$ cat src/spif_boot_pkg.sv
//==============================
// boot stream and flash format
//==============================
package spif_boot_pkg;

  // header states, then stream interpretation
  typedef enum logic [2:0] {
    IDLE,     // boot finished
    CMD,      // read command
    ADDR_HI,  // sector byte
    ADDR_LO,
    ADDR_0,
    DUMMY,    // dummy byte + first data request
    INTERP    // interpret image bytes
  } boot_state_t;

  localparam logic [7:0] FAST_READ = 8'h0B;  // flash fast read

  typedef logic [2:0] fmt_t;                  // flash frame format
  localparam fmt_t FMT_OFF    = 3'd0;         // CS# high
  localparam fmt_t FMT_SINGLE = 3'd2;         // single rate SPI

  typedef logic [15:0] dest_t;                // RAM destination address
  typedef logic [15:0] count_t;               // words per run minus one

  // command byte, bits 7:6
  localparam logic [1:0] CMD_CTRL = 2'b11;    // end or two-byte load
  localparam logic [1:0] CMD_RATE = 2'b10;    // sclk rate, not used here

endpackage

$ cat src/spif_io_pkg.sv
//==============================
// processor I/O map and UART escape
//==============================
package spif_io_pkg;

  typedef logic [7:0]  byte_t;    // UART and flash bytes
  typedef logic [3:0]  io_sel_t;  // I/O register select, low address bits
  typedef logic [14:0] addr_t;    // processor data/code address

  //==============================
  // I/O registers
  //==============================
  localparam io_sel_t IO_UART      = 4'h0;  // wr: tx byte, rd: rx byte + clear
  localparam io_sel_t IO_CODE_ADDR = 4'h1;  // wr: code pointer, rd: rx full
  localparam io_sel_t IO_CODE_DATA = 4'h2;  // wr: code word, rd: tx busy
  localparam io_sel_t IO_BOOTING   = 4'h5;  // rd: boot still running

  //==============================
  // UART escape
  //==============================
  localparam byte_t      ESC_BYTE = 8'h10;       // escape prefix
  localparam logic [5:0] ESC_MASK = 6'b000100;   // upper bits of 10h..13h

endpackage
$ cat src/spif_top.sv
`timescale 1ns/10ps
//==============================
// serial flash boot controller
//==============================
module spif_top #(
  parameter int CODE_SIZE = 10,   // log2 code RAM depth
  parameter int WIDTH     = 18,   // data word size
  parameter int DATA_SIZE = 10,   // log2 data RAM depth
  parameter int BASEBLOCK = 0     // boot sector
) (
  input  logic                 clk,
  input  logic                 arstn,
  input  logic                 i_io_rd,
  input  logic                 i_io_wr,
  input  logic                 i_mem_rd,
  input  logic                 i_mem_wr,
  input  spif_io_pkg::addr_t   i_mem_addr,
  input  logic [WIDTH-1:0]     i_din,
  input  spif_io_pkg::addr_t   i_code_addr,
  output logic [WIDTH-1:0]     o_io_dout,
  output logic                 o_p_hold,
  output logic                 o_p_reset,
  output logic [DATA_SIZE-1:0] o_data_a,
  output logic [WIDTH-1:0]     o_data_din,
  output logic                 o_data_wr,
  output logic                 o_data_rd,
  output logic [CODE_SIZE-1:0] o_code_a,
  output logic [15:0]          o_code_din,
  output logic                 o_code_wr,
  output logic                 o_code_rd,
  input  logic                 i_u_ready,
  output logic                 o_u_wr,
  output spif_io_pkg::byte_t   o_u_dout,
  input  logic                 i_u_full,
  output logic                 o_u_rd,
  input  spif_io_pkg::byte_t   i_u_din,
  input  logic                 i_f_ready,
  output logic                 o_f_wr,
  output spif_io_pkg::byte_t   o_f_dout,
  output spif_boot_pkg::fmt_t  o_f_format,
  input  spif_io_pkg::byte_t   i_f_din
);

  logic                 tx_wr;
  spif_io_pkg::byte_t   tx_byte;
  logic                 tx_busy;
  logic                 rx_clear;
  spif_io_pkg::byte_t   rx_byte;
  logic                 rx_full;
  logic                 boot_code_wr;
  logic                 boot_data_wr;
  spif_boot_pkg::dest_t boot_addr;
  logic [WIDTH-1:0]     boot_word;
  logic                 booting;

  uart_tx_escape u_tx (
    .clk(clk), .arstn(arstn),
    .i_tx_wr(tx_wr), .i_tx_byte(tx_byte), .o_tx_busy(tx_busy),
    .i_u_ready(i_u_ready), .o_u_wr(o_u_wr), .o_u_dout(o_u_dout)
  );

  uart_rx_unescape u_rx (
    .clk(clk), .arstn(arstn),
    .i_u_full(i_u_full), .i_u_din(i_u_din), .o_u_rd(o_u_rd),
    .i_rx_clear(rx_clear), .o_rx_byte(rx_byte), .o_rx_full(rx_full)
  );

  flash_boot #(.WIDTH(WIDTH), .BASEBLOCK(BASEBLOCK)) u_boot (
    .clk(clk), .arstn(arstn),
    .i_f_ready(i_f_ready), .i_f_din(i_f_din), .o_f_wr(o_f_wr),
    .o_f_dout(o_f_dout), .o_f_format(o_f_format),
    .o_boot_code_wr(boot_code_wr), .o_boot_data_wr(boot_data_wr),
    .o_boot_addr(boot_addr), .o_boot_word(boot_word),
    .o_booting(booting), .o_p_reset(o_p_reset)
  );

  cpu_io_regs #(.WIDTH(WIDTH), .CODE_SIZE(CODE_SIZE), .DATA_SIZE(DATA_SIZE)) u_io (
    .clk(clk), .arstn(arstn),
    .i_io_rd(i_io_rd), .i_io_wr(i_io_wr), .i_mem_rd(i_mem_rd), .i_mem_wr(i_mem_wr),
    .i_mem_addr(i_mem_addr), .i_din(i_din), .i_code_addr(i_code_addr),
    .o_io_dout(o_io_dout), .o_p_hold(o_p_hold),
    .i_boot_code_wr(boot_code_wr), .i_boot_data_wr(boot_data_wr),
    .i_boot_addr(boot_addr), .i_boot_word(boot_word), .i_booting(booting),
    .o_tx_wr(tx_wr), .o_tx_byte(tx_byte), .i_tx_busy(tx_busy),
    .o_rx_clear(rx_clear), .i_rx_byte(rx_byte), .i_rx_full(rx_full),
    .o_data_a(o_data_a), .o_data_din(o_data_din), .o_data_wr(o_data_wr),
    .o_data_rd(o_data_rd), .o_code_a(o_code_a), .o_code_din(o_code_din),
    .o_code_wr(o_code_wr), .o_code_rd(o_code_rd)
  );

endmodule

$ cat src/cpu_io_regs.sv
`timescale 1ns/10ps
//==============================
// processor I/O and RAM ports
//==============================
module cpu_io_regs #(
  parameter int WIDTH     = 18,   // data word size
  parameter int CODE_SIZE = 10,   // log2 code RAM depth
  parameter int DATA_SIZE = 10    // log2 data RAM depth
) (
  input  logic                 clk,
  input  logic                 arstn,
  input  logic                 i_io_rd,
  input  logic                 i_io_wr,
  input  logic                 i_mem_rd,
  input  logic                 i_mem_wr,
  input  spif_io_pkg::addr_t   i_mem_addr,
  input  logic [WIDTH-1:0]     i_din,
  input  spif_io_pkg::addr_t   i_code_addr,
  output logic [WIDTH-1:0]     o_io_dout,
  output logic                 o_p_hold,
  input  logic                 i_boot_code_wr,
  input  logic                 i_boot_data_wr,
  input  spif_boot_pkg::dest_t i_boot_addr,
  input  logic [WIDTH-1:0]     i_boot_word,
  input  logic                 i_booting,
  output logic                 o_tx_wr,
  output spif_io_pkg::byte_t   o_tx_byte,
  input  logic                 i_tx_busy,
  output logic                 o_rx_clear,
  input  spif_io_pkg::byte_t   i_rx_byte,
  input  logic                 i_rx_full,
  output logic [DATA_SIZE-1:0] o_data_a,
  output logic [WIDTH-1:0]     o_data_din,
  output logic                 o_data_wr,
  output logic                 o_data_rd,
  output logic [CODE_SIZE-1:0] o_code_a,
  output logic [15:0]          o_code_din,
  output logic                 o_code_wr,
  output logic                 o_code_rd
);

  spif_io_pkg::io_sel_t io_sel;
  logic                 tx_sel;        // write to the UART register
  logic                 cpu_code_wr;   // processor code word write
  logic [CODE_SIZE-1:0] code_ptr;

  assign io_sel      = i_mem_addr[3:0];
  assign tx_sel      = i_io_wr & (io_sel == spif_io_pkg::IO_UART);
  assign o_p_hold    = i_boot_code_wr | i_boot_data_wr | (tx_sel & i_tx_busy);
  assign o_tx_wr     = tx_sel & ~o_p_hold;
  assign o_tx_byte   = i_din[7:0];
  assign o_rx_clear  = i_io_rd & (io_sel == spif_io_pkg::IO_UART) & ~o_p_hold;
  assign cpu_code_wr = i_io_wr & (io_sel == spif_io_pkg::IO_CODE_DATA) & ~o_p_hold;

  // processor code pointer
  always_ff @(posedge clk or negedge arstn) begin
    if (!arstn) begin
      code_ptr <= '0;
    end else if (i_io_wr && !o_p_hold) begin
      if (io_sel == spif_io_pkg::IO_CODE_ADDR)
        code_ptr <= i_din[CODE_SIZE-1:0];
      else if (io_sel == spif_io_pkg::IO_CODE_DATA)
        code_ptr <= code_ptr + 1'b1;     // next word
    end
  end

  // read mux, flags zero extended
  always_comb begin
    o_io_dout = '0;
    case (io_sel)
      spif_io_pkg::IO_UART:      o_io_dout[7:0] = i_rx_byte;
      spif_io_pkg::IO_CODE_ADDR: o_io_dout[0]   = i_rx_full;
      spif_io_pkg::IO_CODE_DATA: o_io_dout[0]   = i_tx_busy;
      spif_io_pkg::IO_BOOTING:   o_io_dout[0]   = i_booting;
      default:                   o_io_dout      = '0;
    endcase
  end

  //==============================
  // RAM ports, boot writes first
  //==============================
  assign o_code_wr  = i_boot_code_wr | cpu_code_wr;
  assign o_code_a   = i_boot_code_wr ? i_boot_addr[CODE_SIZE-1:0] :
                      cpu_code_wr    ? code_ptr : i_code_addr[CODE_SIZE-1:0];
  assign o_code_din = i_boot_code_wr ? i_boot_word[15:0] : i_din[15:0];
  assign o_code_rd  = ~o_p_hold & ~cpu_code_wr;   // fetch address taken
  assign o_data_wr  = i_boot_data_wr | (i_mem_wr & ~o_p_hold);
  assign o_data_a   = i_boot_data_wr ? i_boot_addr[DATA_SIZE-1:0] :
                      i_mem_addr[DATA_SIZE-1:0];
  assign o_data_din = i_boot_data_wr ? i_boot_word : i_din;
  assign o_data_rd  = i_mem_rd & ~o_p_hold;

endmodule

$ cat src/flash_boot.sv
`timescale 1ns/10ps
//==============================
// flash boot interpreter
//==============================
module flash_boot #(
  parameter int WIDTH     = 18,   // data word size
  parameter int BASEBLOCK = 0     // 64 KB sector holding the image
) (
  input  logic                  clk,
  input  logic                  arstn,
  input  logic                  i_f_ready,       // engine idle, din valid
  input  spif_io_pkg::byte_t    i_f_din,
  output logic                  o_f_wr,
  output spif_io_pkg::byte_t    o_f_dout,
  output spif_boot_pkg::fmt_t   o_f_format,
  output logic                  o_boot_code_wr,
  output logic                  o_boot_data_wr,
  output spif_boot_pkg::dest_t  o_boot_addr,
  output logic [WIDTH-1:0]      o_boot_word,
  output logic                  o_booting,
  output logic                  o_p_reset
);

  // what the next image byte means
  typedef enum logic [2:0] {
    M_CMD, M_DEST_HI, M_DEST_LO, M_CNT_HI, M_CNT_LO, M_DATA
  } mode_t;

  spif_boot_pkg::boot_state_t state;
  mode_t                      mode;
  spif_boot_pkg::count_t      count;      // words left minus one
  logic [1:0]                 bytes;      // bytes per word minus one
  logic [1:0]                 byte_cnt;
  logic [2:0]                 sink;
  logic                       dummy_sent;
  logic                       bump;       // word done, advance address
  logic                       f_ok;
  logic                       take;       // image byte on i_f_din

  assign f_ok      = i_f_ready & ~o_f_wr;
  assign take      = f_ok & (state == spif_boot_pkg::INTERP);
  assign o_booting = (state != spif_boot_pkg::IDLE);

  always_ff @(posedge clk or negedge arstn) begin
    if (!arstn) begin
      state          <= spif_boot_pkg::CMD;
      mode           <= M_CMD;
      o_f_wr         <= 1'b0;
      o_f_format     <= spif_boot_pkg::FMT_OFF;
      o_p_reset      <= 1'b1;                  // cpu held during boot
      o_boot_code_wr <= 1'b0;
      o_boot_data_wr <= 1'b0;
      o_boot_addr    <= '0;
      count          <= '0;
      bytes          <= 2'd0;
      byte_cnt       <= 2'd0;
      sink           <= 3'd0;
      dummy_sent     <= 1'b0;
      bump           <= 1'b0;
    end else begin
      o_f_wr         <= 1'b0;                  // strobes
      o_boot_code_wr <= 1'b0;
      o_boot_data_wr <= 1'b0;
      bump           <= 1'b0;
      if (bump)
        o_boot_addr <= o_boot_addr + 1'b1;
      if (f_ok && o_booting) begin
        o_f_wr <= 1'b1;                        // next transfer
        case (state)
          spif_boot_pkg::CMD: begin
            o_f_format <= spif_boot_pkg::FMT_SINGLE;
            state      <= spif_boot_pkg::ADDR_HI;
          end
          spif_boot_pkg::ADDR_HI: state <= spif_boot_pkg::ADDR_LO;
          spif_boot_pkg::ADDR_LO: state <= spif_boot_pkg::ADDR_0;
          spif_boot_pkg::ADDR_0:  state <= spif_boot_pkg::DUMMY;
          spif_boot_pkg::DUMMY: begin          // dummy, then first request
            dummy_sent <= 1'b1;
            if (dummy_sent)
              state <= spif_boot_pkg::INTERP;
          end
          spif_boot_pkg::INTERP: begin
            case (mode)
              M_CMD: begin
                if (i_f_din[7:6] == spif_boot_pkg::CMD_CTRL) begin
                  if (i_f_din[5]) begin        // end of image
                    o_f_wr     <= 1'b0;
                    o_f_format <= spif_boot_pkg::FMT_OFF;
                    o_p_reset  <= i_f_din[4];
                    state      <= spif_boot_pkg::IDLE;
                  end else if (i_f_din[0]) begin
                    mode <= M_CNT_HI;
                  end else begin
                    mode <= M_DEST_HI;
                  end
                end else if (i_f_din[7:6] != spif_boot_pkg::CMD_RATE) begin
                  mode     <= M_DATA;          // rate bytes fall through
                  sink     <= i_f_din[4:2];
                  bytes    <= i_f_din[1:0];
                  byte_cnt <= i_f_din[1:0];
                end
              end
              M_DEST_HI: begin
                o_boot_addr[15:8] <= i_f_din;
                mode              <= M_DEST_LO;
              end
              M_DEST_LO: begin
                o_boot_addr[7:0] <= i_f_din;
                mode             <= M_CMD;
              end
              M_CNT_HI: begin
                count[15:8] <= i_f_din;
                mode        <= M_CNT_LO;
              end
              M_CNT_LO: begin
                count[7:0] <= i_f_din;
                mode       <= M_CMD;
              end
              M_DATA: begin
                if (byte_cnt != 2'd0) begin
                  byte_cnt <= byte_cnt - 2'd1;
                end else begin                 // last byte of word
                  byte_cnt       <= bytes;
                  bump           <= 1'b1;
                  o_boot_code_wr <= (sink == 3'd0);
                  o_boot_data_wr <= (sink == 3'd1);
                  if (count != '0)
                    count <= count - 1'b1;
                  else
                    mode <= M_CMD;
                end
              end
              default: mode <= M_CMD;
            endcase
          end
          default: state <= spif_boot_pkg::IDLE;
        endcase
      end
    end
  end

  // outgoing flash byte and word assembly, msb first
  always_ff @(posedge clk) begin
    if (f_ok) begin
      case (state)
        spif_boot_pkg::CMD:     o_f_dout <= spif_boot_pkg::FAST_READ;
        spif_boot_pkg::ADDR_HI: o_f_dout <= 8'(BASEBLOCK);
        default:                o_f_dout <= 8'h00;
      endcase
    end
    if (bump || (take && mode != M_DATA))
      o_boot_word <= '0;
    else if (take)
      o_boot_word <= {o_boot_word[WIDTH-9:0], i_f_din};
  end

endmodule

$ cat src/uart_rx_unescape.sv
`timescale 1ns/10ps
//==============================
// UART receive unescaping
//==============================
module uart_rx_unescape (
  input  logic               clk,
  input  logic               arstn,
  input  logic               i_u_full,    // UART holds a raw byte
  input  spif_io_pkg::byte_t i_u_din,
  output logic               o_u_rd,
  input  logic               i_rx_clear,  // processor read the byte
  output spif_io_pkg::byte_t o_rx_byte,
  output logic               o_rx_full
);

  typedef enum logic {
    IDLE,   // plain byte or prefix
    ESC     // second byte of a pair
  } rx_state_t;

  rx_state_t state;
  logic      u_ok;     // raw byte can be looked at
  logic      is_pre;   // escape prefix
  logic      is_low;   // 00h..03h

  assign u_ok   = i_u_full & ~o_u_rd;
  assign is_pre = (i_u_din == spif_io_pkg::ESC_BYTE);
  assign is_low = (i_u_din[7:2] == 6'd0);

  always_ff @(posedge clk or negedge arstn) begin
    if (!arstn) begin
      state     <= IDLE;
      o_u_rd    <= 1'b0;
      o_rx_full <= 1'b0;
    end else begin
      o_u_rd <= 1'b0;
      if (i_rx_clear)
        o_rx_full <= 1'b0;
      if (u_ok) begin
        case (state)
          IDLE: begin
            if (is_pre) begin             // prefix never waits
              o_u_rd <= 1'b1;
              state  <= ESC;
            end else if (!o_rx_full) begin
              o_u_rd    <= 1'b1;
              o_rx_full <= 1'b1;
            end
          end
          ESC: begin
            if (!is_low) begin            // bad pair, drop it
              o_u_rd <= 1'b1;
              state  <= IDLE;
            end else if (!o_rx_full) begin
              o_u_rd    <= 1'b1;
              o_rx_full <= 1'b1;
              state     <= IDLE;
            end
          end
        endcase
      end
    end
  end

  // holding register
  always_ff @(posedge clk) begin
    if (u_ok && !o_rx_full) begin
      if (state == IDLE && !is_pre)
        o_rx_byte <= i_u_din;
      else if (state == ESC && is_low)
        o_rx_byte <= {spif_io_pkg::ESC_MASK, i_u_din[1:0]};  // 10h + x
    end
  end

endmodule

$ cat src/uart_tx_escape.sv
`timescale 1ns/10ps
//==============================
// UART transmit escaping
//==============================
module uart_tx_escape (
  input  logic               clk,
  input  logic               arstn,
  input  logic               i_tx_wr,     // byte from processor
  input  spif_io_pkg::byte_t i_tx_byte,
  output logic               o_tx_busy,
  input  logic               i_u_ready,   // UART can take a byte
  output logic               o_u_wr,
  output spif_io_pkg::byte_t o_u_dout
);

  logic       esc_pend;   // low code still to send
  logic [1:0] esc_low;    // low bits of escaped byte
  logic       is_esc;

  assign is_esc    = (i_tx_byte[7:2] == spif_io_pkg::ESC_MASK);
  assign o_tx_busy = ~i_u_ready | esc_pend | o_u_wr;

  always_ff @(posedge clk or negedge arstn) begin
    if (!arstn) begin
      o_u_wr   <= 1'b0;
      esc_pend <= 1'b0;
    end else begin
      o_u_wr <= 1'b0;                       // strobe
      if (esc_pend) begin
        if (i_u_ready && !o_u_wr) begin     // gap after the 10h
          o_u_wr   <= 1'b1;
          esc_pend <= 1'b0;
        end
      end else if (i_tx_wr) begin
        o_u_wr   <= 1'b1;
        esc_pend <= is_esc;
      end
    end
  end

  // outgoing byte and pending code
  always_ff @(posedge clk) begin
    if (esc_pend) begin
      if (i_u_ready && !o_u_wr)
        o_u_dout <= {6'd0, esc_low};        // 0xh second byte
    end else if (i_tx_wr) begin
      esc_low  <= i_tx_byte[1:0];
      o_u_dout <= is_esc ? spif_io_pkg::ESC_BYTE : i_tx_byte;
    end
  end

endmodule

$ cat config.mk
export PLATFORM = sky130hd
export DESIGN_NAME = spif_top
export DESIGN_NICKNAME = d
export VERILOG_FILES = /design/src/spif_boot_pkg.sv /design/src/spif_io_pkg.sv /design/src/spif_top.sv /design/src/cpu_io_regs.sv /design/src/flash_boot.sv /design/src/uart_rx_unescape.sv /design/src/uart_tx_escape.sv
export SDC_FILE = /design/constraint.sdc
export NUM_CORES = 1
export LEC_CHECK = 0
export BUFFER_PORTS_ARGS = -buffer_cell sky130_fd_sc_hd__buf_2
export CAP_MARGIN = 30
export CORE_ASPECT_RATIO = 0.75
export CORE_MARGIN = 3
export CORE_UTILIZATION = 55
export CTS_BUF_LIST = sky130_fd_sc_hd__clkbuf_4
export CTS_CLUSTER_DIAMETER = 80
export DETAILED_ROUTE_END_ITERATION = 7
export GPL_ROUTABILITY_DRIVEN = 0
export PLACE_DENSITY = 0.83
export SYNTH_ARGS = -nofsm -noshare
export SYNTH_HDL_FRONTEND = slang
export SYNTH_HIERARCHICAL = 1
export SYNTH_SLANG_ARGS = --single-unit
$ cat constraint.sdc
create_clock -name clk -period 2.8 [get_ports clk]
set_input_delay 0.28 -clock clk [delete_from_list [all_inputs] [get_ports clk]]
set_output_delay 0.28 -clock clk [all_outputs]
set_load 0.01 [all_outputs]
==> run metrics <==
Clock Sinks=98; HP Start=i_u_din[0]; Worst Tran Pin Value=0.754 ns; Reg-to-Reg Start=u_tx/esc_pend; setup TNS=0 ns; r2r worst-path depth=6; initial drt markers=749; clk root buf=clkbuf_4; CTS Buffer Depth=2; Fin. Hold Viols=0; wire per inst=17.9 µm; Total Power=2.96 mW; critical path data arrival time=2.34 ns; clock slew at reported path FFs=0.16 ns; Rows=33; Clock Skew=0.0108 ns; Die H=98.4 µm; Slew HR=0.497; crit path kind=flip-flop to output port; Resize count post-CTS=0; IO Port Bufs=145; status=finished clean; worst-skew pair later-pin latency=0.45 ns; Tmin final=2.62 ns; fraction of layout cells with a size suffix above 1=0.357; # setup viols final=0; worst IR drop on VDD=304 µV; unrepaired setup endpoints after global routing=false; HP Class=input pin to flip-flop; Cell Int Power=2.11 mW; TritonCTS clock tree=done; CP max FO=12; Via density=6.04; largest net degree at the start of global routing=60; Pre-Repair DR Iteration Count=5; LEAKAGE=2.98 nW; critical path's slowest cell=dfrtp_1; Post-route DRC=0; initial antenna violation count=0; Antenna Nets Post-Route=0; fin crit share=0.937; P&R area growth vs syn=11.9%; Startpoint Class=flip-flop; Initial Utilization=0.568; vias=5461; CP peak stage delay=0.64 ns; Post-CTS Setup Bufs=0; Hold EP=u_rx/o_rx_byte[0]; worst flop-to-flop path endpoint=u_tx/o_u_dout[4]; hold_buf cts=1; die area=0.0127 mm²; Nets=835; Sw Ratio=0.286; Final Hold Slack=0.0500 ns; total grt overflow=0; CP endpoint kind=output port; Sw Pwr=845 µW; combinational share of power=0.151; f_max=381 MHz; cells after synthesis=650; vias in the first global route=5090; Final Max Slew Viols=0; worst path cell trace=inv_1 -> nand2b_1 -> or3b_2 -> a21oi_1 -> a221o_1 -> buf_2; CP required=2.52 ns; power share of the sequential group=0.545; commonest non-fill, non-tap cells in the layout=145 x buf_2, 70 x mux2_2, 60 x nand2_1; hold path depth=1; synth warn=6; Die Wd=129 µm; first-pass GRT wire length=25.4 mm; R2R setup slack=0.21 ns; routed wire length=16.2 mm; pwr dens=422 mW/mm²; dpl hpwl=11.8 mm; mapped cell area=0.00626 mm²; most common cell after layout, fill and taps aside=buf_2; CTS Buf Count=9; Avg Cell Area, Syn=9.64 µm²; max cap viols=0; Core Region=0.0110 mm²; H-tree Lvls=3; Total GRT Usage=0.247; Antenna diodes=0; I/O Pins=173; Clk pwr share=0.304
critical path: cells and delay by family, from the launching register on:
family | cells | cell delay (ns)
buf+inv | 2 | 0.26
compound gates | 2 | 0.32
simple gates | 2 | 0.66
flops | 1 | 0.64
area by class of cell:
cell class,count,area [µm²]
flip-flops and latches,98,2460
clock buffers,9,67.6
multi-input cells,476,3300
inverters,16,60.1
fillers,882,4010
well taps,140,175
clock inverters,7,110
repair buffers,158,841
sequential cells by signal, summed over array words and instances, names as in the netlist, 3 cells and up:
name and flops:
u_boot/count 16, u_boot/mode 3, u_boot/o_boot_addr 10, u_boot/o_boot_word 18
u_boot/sink 3, u_boot/state 3, u_io/code_ptr 10, u_rx/o_rx_byte 8
u_tx/o_u_dout 8
per-layer routing:
metal	share of wire	up-vias	wire, µm	GRT usage
met5	0	-	0	0
met4	0.021	0	337	0.0791
met3	0.075	39	1220	0.0488
met2	0.49	275	8010	0.406
met1	0.41	2598	6620	0.331
li1	-	2549	-	-
stage by stage:
step	setup WS, ns	util	cells	cell area (µm²)
2_1_floorplan	0.573	-	665	6320
3_3_place_gp	0.451	0.617	885	6810
3_5_place_dp	0.324	0.617	885	6810
4_1_cts	0.202	0.634	902	6990
5_1_grt	0.0652	0.636	904	7010
6_report	0.177	0.636	904	7010
power by group through the flow:
stage	clock network, mW	logic, mW	registers [mW]
4_1_cts	0.917	0.436	1.61
2_1_floorplan	0	0.291	1.61
6_report	0.899	0.446	1.61
3_3_place_gp	0	0.415	1.63
5_1_grt	0.969	0.490	1.62
3_5_place_dp	0	0.433	1.64
worst max path at each step:
stage / to / slack (ns) / startpoint / cells after the start
floorplan: u_tx/o_u_dout[0] / 0.57 / u_boot/o_boot_data_wr / 6
global placement: u_tx/o_u_dout[0] / 0.45 / u_tx/esc_pend / 6
detailed placement: u_tx/o_u_dout[7] / 0.32 / u_tx/esc_pend / 6
CTS: o_io_dout[0] / 0.20 / u_tx/esc_pend / 6
global route: o_io_dout[0] / 0.07 / u_tx/esc_pend / 6
finish: o_io_dout[0] / 0.18 / u_tx/esc_pend / 6
Note: power is estimated with default switching activity, not from simulation.
